===== src/common/fir_pkg.sv =====
package fir_pkg;

  //////////////////////////////////////////////////
  // Filter dimensions
  //////////////////////////////////////////////////

  localparam int NUM_TAPS  = 8;
  localparam int COEF_W    = 16;
  localparam int SAMPLE_W  = 16;
  localparam int PROD_W    = SAMPLE_W + COEF_W;
  // Full sum of all taps without overflow
  localparam int ACC_W     = SAMPLE_W + COEF_W + $clog2(NUM_TAPS);
  localparam int OUT_SHIFT = 15;

  // Returned for readback selects with no meaning
  localparam logic [63:0] RB_BAD_WORD = 64'h0BAD_C0DE_0BAD_C0DE;

  //////////////////////////////////////////////////
  // Stream types
  //////////////////////////////////////////////////

  typedef struct packed {
    logic signed [SAMPLE_W-1:0] i;
    logic signed [SAMPLE_W-1:0] q;
  } sample_t;

  typedef struct packed {
    sample_t sample;
    logic    last;
  } stream_beat_t;

  //////////////////////////////////////////////////
  // Coefficient types
  //////////////////////////////////////////////////

  typedef logic signed [COEF_W-1:0] coef_t;
  typedef coef_t [NUM_TAPS-1:0] coef_set_t;

  typedef logic [$clog2(NUM_TAPS)-1:0] coef_idx_t;
  // One extra bit so a full set can be counted
  typedef logic [$clog2(NUM_TAPS):0] tap_count_t;

  //////////////////////////////////////////////////
  // Settings bus map
  //////////////////////////////////////////////////

  typedef enum logic [7:0] {
    SR_COEF_RELOAD      = 8'd8,
    SR_COEF_RELOAD_LAST = 8'd9,
    SR_FIR_CONFIG       = 8'd10,
    SR_READBACK         = 8'd255
  } set_addr_e;

  typedef enum logic [2:0] {
    RB_NUM_TAPS     = 3'd0,
    RB_SHADOW_COUNT = 3'd1
  } rb_sel_e;

endpackage


===== src/fir/fir_coef_bank.sv =====
`timescale 1ns/1ns

module fir_coef_bank (
  input  logic                 ce_clk,
  input  logic                 i_reset,

  // Reload and commit from the settings decoder
  input  logic                 i_reload_stb,
  input  logic                 i_reload_last,
  input  fir_pkg::coef_t       i_reload_coef,
  input  logic                 i_commit_stb,

  // Coefficients used by the MAC pipe
  output fir_pkg::coef_set_t   o_active_coefs,
  // Words loaded since the last reload restart
  output fir_pkg::tap_count_t  o_shadow_count
);

  import fir_pkg::*;

  coef_set_t  shadow_coefs;
  tap_count_t wr_idx;
  coef_idx_t  wr_slot;
  logic       has_room;

  // Index runs one past the last tap once the set is full
  assign has_room = (wr_idx < NUM_TAPS);
  assign wr_slot  = coef_idx_t'(wr_idx);

  //////////////////////////////////////////////////
  // Shadow set and write index
  //////////////////////////////////////////////////

  always_ff @(posedge ce_clk) begin
    if (i_reset) begin
      shadow_coefs <= '0;
      wr_idx       <= '0;
    end else if (i_reload_stb) begin
      if (has_room) begin
        shadow_coefs[wr_slot] <= i_reload_coef;
      end
      // Last word restarts the next reload at tap 0
      if (i_reload_last) begin
        wr_idx <= '0;
      end else if (has_room) begin
        wr_idx <= wr_idx + 1'b1;
      end
    end
  end

  assign o_shadow_count = wr_idx;

  //////////////////////////////////////////////////
  // Active set
  //////////////////////////////////////////////////

  // Whole shadow set copied in a single cycle
  always_ff @(posedge ce_clk) begin
    if (i_reset) begin
      o_active_coefs <= '0;
    end else if (i_commit_stb) begin
      o_active_coefs <= shadow_coefs;
    end
  end

endmodule


===== config.mk =====
export PLATFORM = sky130hd
export DESIGN_NAME = fir_coef_bank
export DESIGN_NICKNAME = d
export VERILOG_FILES = /design/src/common/fir_pkg.sv /design/src/fir/fir_coef_bank.sv
export SDC_FILE = /design/constraint.sdc
export NUM_CORES = 1
export LEC_CHECK = 0
export BUFFER_PORTS_ARGS = -buffer_cell sky130_fd_sc_hd__buf_2
export CORE_ASPECT_RATIO = 1.75
export CORE_MARGIN = 1.5
export CORE_UTILIZATION = 35
export DETAILED_ROUTE_END_ITERATION = 7
export GPL_ROUTABILITY_DRIVEN = 0
export PLACE_DENSITY = 0.53
export SLEW_MARGIN = 25
export SYNTH_ARGS = -nofsm -noshare
export SYNTH_HDL_FRONTEND = slang
export SYNTH_SLANG_ARGS = --single-unit

===== constraint.sdc =====
create_clock -name ce_clk -period 1.6 [get_ports ce_clk]
set_clock_uncertainty 0.1 [all_clocks]
set_input_delay 0.24 -clock ce_clk [delete_from_list [all_inputs] [get_ports ce_clk]]
set_output_delay 0.24 -clock ce_clk [all_outputs]
set_load 0.05 [all_outputs]

==> flow_summary.toml <==
[finish]
num-fill-cells = 2641
layout-drive-gt1-share_pct = 23.45
final_net_count = 1071
multi_input_area_sq_um = 4165
area.growth.synth_to_final_pct = 22.72
ff_latch_area_sq_um = 5213
final_cell_area_sq_um = 11960
utilization_pct = 43.78
antenna_cells = 0

[synth]
synth_top_area_share_pct = 53.39
avgSynthCellArea_sq_um = 10.94
synthCells = 891
ys_ff_latch = 260
syn_area_sq_um = 9749
ys_top_cells_by_area = "dfxtp_1 53%, mux2i_1 26%, nand2b_1 9.3%, nor2_1 4.9%, buf_2 1.5%"
yosysWarnings = 0
syn_nets = 913
yosysTopAreaCell = "dfxtp_1"
seq_area_frac_synth_pct = 53.39
ys_types = 28

[placement]
dp_hpwl_um = 16280
dpl_cell_area_sq_um = 11140
port-buffer-count = 152

[timing]
fin_crit_sh_pct = 96.64
max_freq_ghz = 0.6467
worst_pin_slew_ps = 454.8
final_max_slew_viol_count = 0
hold_viol = 0
min_period_ps = 1546
finalSetupTns_ps = 0
rsz0062_at_grt = "false"
max_slew_margin_pct = 69.68
setup_viol = 0

[detailed_routing]
wl_um = 23940
vias_per_cell = 4.456
first_iter_violations = 230
wire_per_inst_um = 16.69
drc = 0
via_count = 6394
antenna_left = 0
dr.pass1.iters = 6

[critical_path]
cp_top_family = "flip-flops"
cp.buffers_inverters = 1
worstPathArrival_ps = 1210
reg2reg_slack_ps = 160
critPathMaxStageDelay_ps = 400
reg2reg_to = "shadow_coefs[33]$_SDFFE_PP0P_"
cp_max_fo = 2
slowest_stage = "dfxtp_1"
reg2regPathDepth = 4
worstPathRequired_ps = 1260
r2r-start = "o_shadow_count[1]$_SDFFE_PP0P_"
cp-end-kind = "output pin"
worstSetupStartpointType = "flop"
crit_type = "reg2out"
cp_cell_sequence = "buf_2"

[cts]
cts_buffers = 24
cts_tree = "done"
cts-root-buf = "clkbuf_16"
cts.path.max_buffers = 3
path_clk_slew_ps = 60
insertion_delay_ps = 530
post-cts-setup-buffers = 0
clock_sinks = 260
htree_levels = 1

[floorplan]
core.rowCount = 80
dieArea_sq_um = 28910
dieHeight_um = 223.8
ios = 153
start_util_pct = 35.68
core-area_sq_um = 27330
die_x_um = 129.2

[hold_path]
holdCritPathClass = "in2reg"
holdCritStartpoint = "i_commit_stb"
hold_end = "o_active_coefs[63]$_SDFFE_PP0P_"
hold-path-cell-count = 3

[grt]
grt_pass1_wl_um = 36680
grt_pass1_vias = 6255
grtUsageTotal_pct = 16.61
grt_overflow = 0
grt_max_degree = 46
grt_antenna_before_repair = 0

[power_and_ir_drop]
p_leak_nw = 5.922
vdd_drop_max_uv = 767.8
power.density_nw_per_um2 = 1096

[flow_run]
max-cap-violations = 0

[run_status]
status = "complete, no violations"
cell families (layout without fill, tap and decap cells):
group                      count (synthesis)  count (layout)  synth area share [%]
and+or+nand+nor                          296             296                 15.91
DFF                                      260             260                 53.39
muxes                                    256             256                 26.28
buffers and inverters                     72             247                 3.888
AOI/OAI and AO/OA                          6               6                0.3979
adders and majority gates                  1               1                0.1283
cell usage after synthesis (all sizes together):
master and count:
a21oi 2, a31oi 1, and2 1, and3b 2, buf 46, clkbuf 25, dfxtp 260, ha 1
inv 1, mux2i 256, nand2 9, nand2b 145, nand3b 3, nand4 2, nor2 129, nor2b 3
nor3b 1, o21ai 2, o31ai 1, or4 1
final cells by class:
class                           count  area share [%]
Tap cell                          369           3.859
Sequential cell                   260           43.57
Inverter                            1         0.03137
Clock inverter                      5          0.4183
Clock buffer                       38           6.139
Multi-Input combinational cell    559           34.81
Timing Repair Buffer              203           11.17
metal layers:
layer	global-route usage, %	vias to the layer above	routed length, um
li1	-	3260	-
met1	21.47	2972	10830
met2	28.28	127	11670
met3	2.388	35	927
met4	5.256	0	521
met5	0	-	0
flip-flops by register name (all words and copies together) (netlist names):
name            count
o_shadow_count      4
shadow_coefs      128
o_active_coefs    128
stage by stage:
step                power, mW  std cells  hold WS, ps  setup slack [ps]
finish                  13.12       1435        26.93             53.79
global route            13.60       1435        24.76             10.01
CTS                     13.33       1435        3.123             1.666
detailed placement      7.522       1389        365.9             201.6
global placement        7.522       1389        360.9             199.3
floorplan               7.227        891        230.1            0.6412
cells in the final DEF (no fill, tap or decap), types with 3 or more instances in the layout:
master,n
clkinv_2,4
buf_4,38
clkbuf_1,7
nand3b_1,3
clkbuf_8,6
dlygate4sd3_1,3
mux2i_1,256
buf_2,146
nand2b_1,145
clkbuf_16,25
nand2_2,5
nand2_1,4
dfxtp_2,3
nor2_1,128
buf_12,13
dfxtp_1,256
power by group:
group / switching (mW) / internal (mW) / leakage, nW
registers: 0.0424 / 6.54 / 2.10
logic: 0.468 / 0.320 / 3.43
clock network: 2.45 / 3.30 / 0.389
total: 2.96 / 10.2 / 5.92
worst max-delay path by stage:
stage	from	to	depth (start not counted)	slack, ps
finish	o_active_coefs[5]$_SDFFE_PP0P_	o_active_coefs[5]	1	50
CTS	o_active_coefs[5]$_SDFFE_PP0P_	o_active_coefs[5]	1	2
detailed placement	o_shadow_count[0]$_SDFFE_PP0P_	shadow_coefs[23]$_SDFFE_PP0P_	5	200
global placement	i_reset	shadow_coefs[41]$_SDFFE_PP0P_	5	200
global route	o_active_coefs[5]$_SDFFE_PP0P_	o_active_coefs[5]	1	10
floorplan	o_shadow_count[0]$_SDFFE_PP0P_	o_shadow_count[3]$_SDFFE_PP0P_	5	0.6
what timing repair did:
item / CTS / global route
resized for setup: 3 / 1
hold buffers: 3 / 0
hold endpoints to repair: 9 / 0
endpoints found under the setup margin: 3 / 1
Note: power is estimated with default switching activity, not from simulation.
