==> src/common/fir_pkg.sv <==
package fir_pkg;

  //////////////////////////////////////////////////
  // Filter dimensions
  //////////////////////////////////////////////////

  localparam int NUM_TAPS  = 8;
  localparam int COEF_W    = 16;
  localparam int SAMPLE_W  = 16;
  localparam int PROD_W    = SAMPLE_W + COEF_W;
  // Full sum of all taps without overflow
  localparam int ACC_W     = SAMPLE_W + COEF_W + $clog2(NUM_TAPS);
  localparam int OUT_SHIFT = 15;

  // Returned for readback selects with no meaning
  localparam logic [63:0] RB_BAD_WORD = 64'h0BAD_C0DE_0BAD_C0DE;

  //////////////////////////////////////////////////
  // Stream types
  //////////////////////////////////////////////////

  typedef struct packed {
    logic signed [SAMPLE_W-1:0] i;
    logic signed [SAMPLE_W-1:0] q;
  } sample_t;

  typedef struct packed {
    sample_t sample;
    logic    last;
  } stream_beat_t;

  //////////////////////////////////////////////////
  // Coefficient types
  //////////////////////////////////////////////////

  typedef logic signed [COEF_W-1:0] coef_t;
  typedef coef_t [NUM_TAPS-1:0] coef_set_t;

  typedef logic [$clog2(NUM_TAPS)-1:0] coef_idx_t;
  // One extra bit so a full set can be counted
  typedef logic [$clog2(NUM_TAPS):0] tap_count_t;

  //////////////////////////////////////////////////
  // Settings bus map
  //////////////////////////////////////////////////

  typedef enum logic [7:0] {
    SR_COEF_RELOAD      = 8'd8,
    SR_COEF_RELOAD_LAST = 8'd9,
    SR_FIR_CONFIG       = 8'd10,
    SR_READBACK         = 8'd255
  } set_addr_e;

  typedef enum logic [2:0] {
    RB_NUM_TAPS     = 3'd0,
    RB_SHADOW_COUNT = 3'd1
  } rb_sel_e;

endpackage

==> src/design/fir_settings_decode.sv <==
`timescale 1ns/1ns

module fir_settings_decode (
  input  logic                 ce_clk,
  input  logic                 i_reset,

  // Settings bus
  input  logic                 i_set_stb,
  input  logic [7:0]           i_set_addr,
  input  logic [31:0]          i_set_data,

  // Status from the coefficient bank
  input  fir_pkg::tap_count_t  i_shadow_count,

  // Coefficient bank control
  output logic                 o_reload_stb,
  output logic                 o_reload_last,
  output fir_pkg::coef_t       o_reload_coef,
  output logic                 o_commit_stb,

  // Readback word
  output logic [63:0]          o_rb_data
);

  import fir_pkg::*;

  set_addr_e set_addr;
  rb_sel_e   rb_sel;

  logic      reload_hit;
  logic      reload_last_hit;
  logic      commit_hit;
  logic      readback_hit;

  //////////////////////////////////////////////////
  // Address decode
  //////////////////////////////////////////////////

  assign set_addr = set_addr_e'(i_set_addr);

  // Either reload address carries a coefficient
  assign reload_last_hit = i_set_stb && (set_addr == SR_COEF_RELOAD_LAST);
  assign reload_hit      = (i_set_stb && (set_addr == SR_COEF_RELOAD)) || reload_last_hit;
  assign commit_hit      = i_set_stb && (set_addr == SR_FIR_CONFIG);
  assign readback_hit    = i_set_stb && (set_addr == SR_READBACK);

  //////////////////////////////////////////////////
  // Registered strobes
  //////////////////////////////////////////////////

  always_ff @(posedge ce_clk) begin
    if (i_reset) begin
      o_reload_stb  <= 1'b0;
      o_reload_last <= 1'b0;
      o_commit_stb  <= 1'b0;
      rb_sel        <= RB_NUM_TAPS;
    end else begin
      o_reload_stb  <= reload_hit;
      o_reload_last <= reload_last_hit;
      o_commit_stb  <= commit_hit;
      if (readback_hit) begin
        rb_sel <= rb_sel_e'(i_set_data[2:0]);
      end
    end
  end

  // Coefficient word, low half of the data
  always_ff @(posedge ce_clk) begin
    if (reload_hit) begin
      o_reload_coef <= coef_t'(i_set_data[COEF_W-1:0]);
    end
  end

  //////////////////////////////////////////////////
  // Readback mux
  //////////////////////////////////////////////////

  always_comb begin
    case (rb_sel)
      RB_NUM_TAPS:     o_rb_data = 64'(NUM_TAPS);
      RB_SHADOW_COUNT: o_rb_data = 64'(i_shadow_count);
      default:         o_rb_data = RB_BAD_WORD;
    endcase
  end

endmodule

==> config.mk <==
export PLATFORM = sky130hd
export DESIGN_NAME = fir_settings_decode
export DESIGN_NICKNAME = d
export VERILOG_FILES = /design/src/common/fir_pkg.sv /design/src/design/fir_settings_decode.sv
export SDC_FILE = /design/constraint.sdc
export NUM_CORES = 1
export LEC_CHECK = 0
export ABC_AREA = 1
export BUFFER_PORTS_ARGS = -buffer_cell sky130_fd_sc_hd__buf_2
export CELL_PAD_IN_SITES_DETAIL_PLACEMENT = 1
export CELL_PAD_IN_SITES_GLOBAL_PLACEMENT = 2
export CORE_ASPECT_RATIO = 0.5
export CORE_MARGIN = 1.5
export CORE_UTILIZATION = 19
export CTS_CLUSTER_SIZE = 25
export DETAILED_ROUTE_END_ITERATION = 8
export PLACE_DENSITY_LB_ADDON = 0.2
export SLEW_MARGIN = 20
export SYNTH_ARGS = -nofsm -noshare
export SYNTH_HDL_FRONTEND = slang
export SYNTH_SLANG_ARGS = --single-unit
export TNS_END_PERCENT = 1
==> constraint.sdc <==
create_clock -name ce_clk -period 2.3 [get_ports ce_clk]
set_input_delay 0.115 -clock ce_clk [delete_from_list [all_inputs] [get_ports ce_clk]]
set_output_delay 0.115 -clock ce_clk [all_outputs]
set_load 0.1 [all_outputs]
==> impl_metrics.csv <==
group,metric,value,unit
worst_setup_path,end_kind,"primary output",
detailed_routing,drt_iter0_drc,25,
timing,rsz0062_at_grt,"false",
clock_tree,clock_path_buffers,2,
timing,tns,0,ns
worst_setup_path,r2r_start,"rb_sel[0]",
worst_setup_path,r2r_cells,4,
cells_and_area,nets,246,
cells_and_area,layoutNonFillerInstCount,289,
yosys,synth_warnings,0,
detailed_routing,wirelength,2686,microns
place,place_inst,286,
clock_tree,cts_setup_buffers,0,
timing,worstMarginPinSlew,0.5177,ns
floorplanning,die-height,61.72,microns
floorplanning,ios,130,
timing,slew_headroom,0.6545,
worst_setup_path,cp-start-kind,"flip-flop",
run_status,status,"complete, no violations",
clock_tree,cts_root_buffer,"clkbuf_16",
cells_and_area,fillers,831,
floorplanning,initial_core_util,0.1963,
grt,grt_max_degree,30,
hold_path,min_path_cells,1,
cells_and_area,drive_gt1_frac,0.4670,
timing,fmax,0.5792,GHz
hold_path,worstHoldStart,"i_set_data[6]",
worst_setup_path,r2r_setup_slack,1.62,ns
worst_setup_path,cp_max_fo,29,
place,detailedPlace.worstSlack,0.7743,ns
cells_and_area,stdcell_area,1588,sq um
grt,grt_pass1_vias,803,
clock_tree,tritoncts,"yes",
timing,hold_slack,0.03849,ns
grt,antenna_found_initial,0,
grt,grt-ovfl-total,0,
floorplanning,dieArea,7432,sq um
pwr,vdd.ir_drop.worst,0.0001972,V
clock_tree,cts_resized,0,
job,drv_cap,0,
yosys,syn_area_per_cell,9.357,sq um
cells_and_area,multi_input_area,315.3,sq um
timing,period_share,0.7507,
clock_tree,insertion_delay,0.25,ns
yosys,synth-seq-cells,22,
yosys,synth_cells,140,
place,dpl_cell_area,1513,sq um
detailed_routing,viasPerCell,3.294,
pwr,powerDensity,681.3,nW/um^2
cells_and_area,antenna_cells,0,
timing,finalHoldViolCount,0,
grt,grt_first_pass_wirelength,3726,microns
clock_tree,cts.sinks,22,
worst_setup_path,r2r_end,"rb_sel[0]",
cells_and_area,syn2layout_area_growth,21.20,%
timing,min_period,1.727,ns
grt,track_usage,0.06481,
hold_path,hold_class,"in2reg",
yosys,netlist_area,1310,sq um
floorplanning,die_width,120.4,microns
timing,slew_violations,0,
worst_setup_path,critPathRequiredTime,2.18,ns
cells_and_area,seqCellArea,600.6,sq um
clock_tree,clk_pin_slew,0.06,ns
place,dp_hpwl,2194,microns
pwr,p_leak,0.8861,nW
floorplanning,rows,21,
timing,setup_viol,0,
yosys,synth_cell_types,18,
clock_tree,htreeDepth,1,
timing,layout_setup_ws,0.5734,ns
pwr,finalPower,1.082,mW
detailed_routing,drtAntennaViolNets,0,
clock_tree,cts_buffers,3,
floorplanning,core,6674,sq um
detailed_routing,wire_per_inst,9.294,microns
place,io_buffers,82,
worst_setup_path,critPathArrivalTime,1.61,ns
detailed_routing,firstDrtPassIters,4,
detailed_routing,remaining_drc_errors,0,
detailed_routing,vias,952,
hold_path,holdPathEnd,"o_reload_coef[6]",
worst_setup_path,crit_type,"reg2out",
timing,finClkSkew,0,ns
cells_and_area,post-route-util,0.2379,
clock_tree,ctsHoldBuffers,0,
yosys,synth_seq_area_share,0.4585,
place,gp_congestion,0.7213,
[report_power, final]
part	internal [mW]	switching, mW	total (mW)	leakage [nW]
clock network	0.229	0.127	0.356	0.0370
logic	0.0264	0.273	0.299	0.657
registers	0.426	0.000324	0.426	0.192
[flip-flops by register name, indices dropped and copies added (netlist names)]
name	flops
o_reload_coef	16
rb_sel	3
o_commit_stb	1
o_reload_last	1
o_reload_stb	1
[area by class of cell]
class / count / share of cell area
well taps: 92 / 0.07250
inverters: 17 / 0.04019
multi-input cells: 72 / 0.1986
repair buffers: 83 / 0.2632
flip-flops and latches: 22 / 0.3783
clock buffers: 3 / 0.04728
[metal layers]
layer / vias to the layer above / wire [microns] / part of all wire / GRT usage
li1: 456 / - / - / -
met1: 436 / 1016 / 0.38 / 0.06581
met2: 58 / 1423 / 0.53 / 0.1388
met3: 2 / 225 / 0.084 / 0.01642
met4: 0 / 19 / 0.0071 / 0.01513
met5: - / 0 / 0 / 0
[synthesized netlist by cell type, drive strengths merged]
master	count	area share
inv	17	0.049
and3	1	0.0048
nand3b	1	0.0057
nand3	2	0.011
nand4	3	0.014
nor3	2	0.0076
nor3b	1	0.0095
conb	1	0.0029
dfxtp	6	0.092
nand2	19	0.056
buf	59	0.34
nor2	12	0.042
edfxtp	16	0.37
[critical path, cell delays in order (launching register included)]
cell	delay (ns)
dfxtp_1	0.34
nor2_1	0.09
inv_1	0.40
buf_2	0.53
[layout by cell type, fill, tap and decap left out, types with 2 or more instances in the layout]
cell,instances
nand4_1,3
nand2_1,18
dfxtp_1,6
buf_2,82
inv_1,16
nor2_1,10
nor3_1,2
clkbuf_16,3
conb_1,31
edfxtp_1,16
[kinds of logic after synthesis]
kind of cell | count (synthesis) | share of synthesized area
buffers and inverters | 76 | 0.3868
flip-flops | 22 | 0.4585
other | 1 | 0.002863
AND/OR/NAND/NOR | 41 | 0.1519
[how the worst max path moves through the flow]
stage	start	endpoint	slack, ns	cells after the start
after floorplan	rb_sel[2]	o_rb_data[14]	0.35	3
after global placement	rb_sel[1]	o_rb_data[6]	0.85	3
after detailed placement	rb_sel[1]	o_rb_data[50]	0.77	3
after CTS	rb_sel[1]	o_rb_data[50]	0.50	3
after global routing	rb_sel[1]	o_rb_data[19]	0.40	3
final	rb_sel[1]	o_rb_data[50]	0.57	3
No activity file was read; power rests on OpenSTA's default activity.
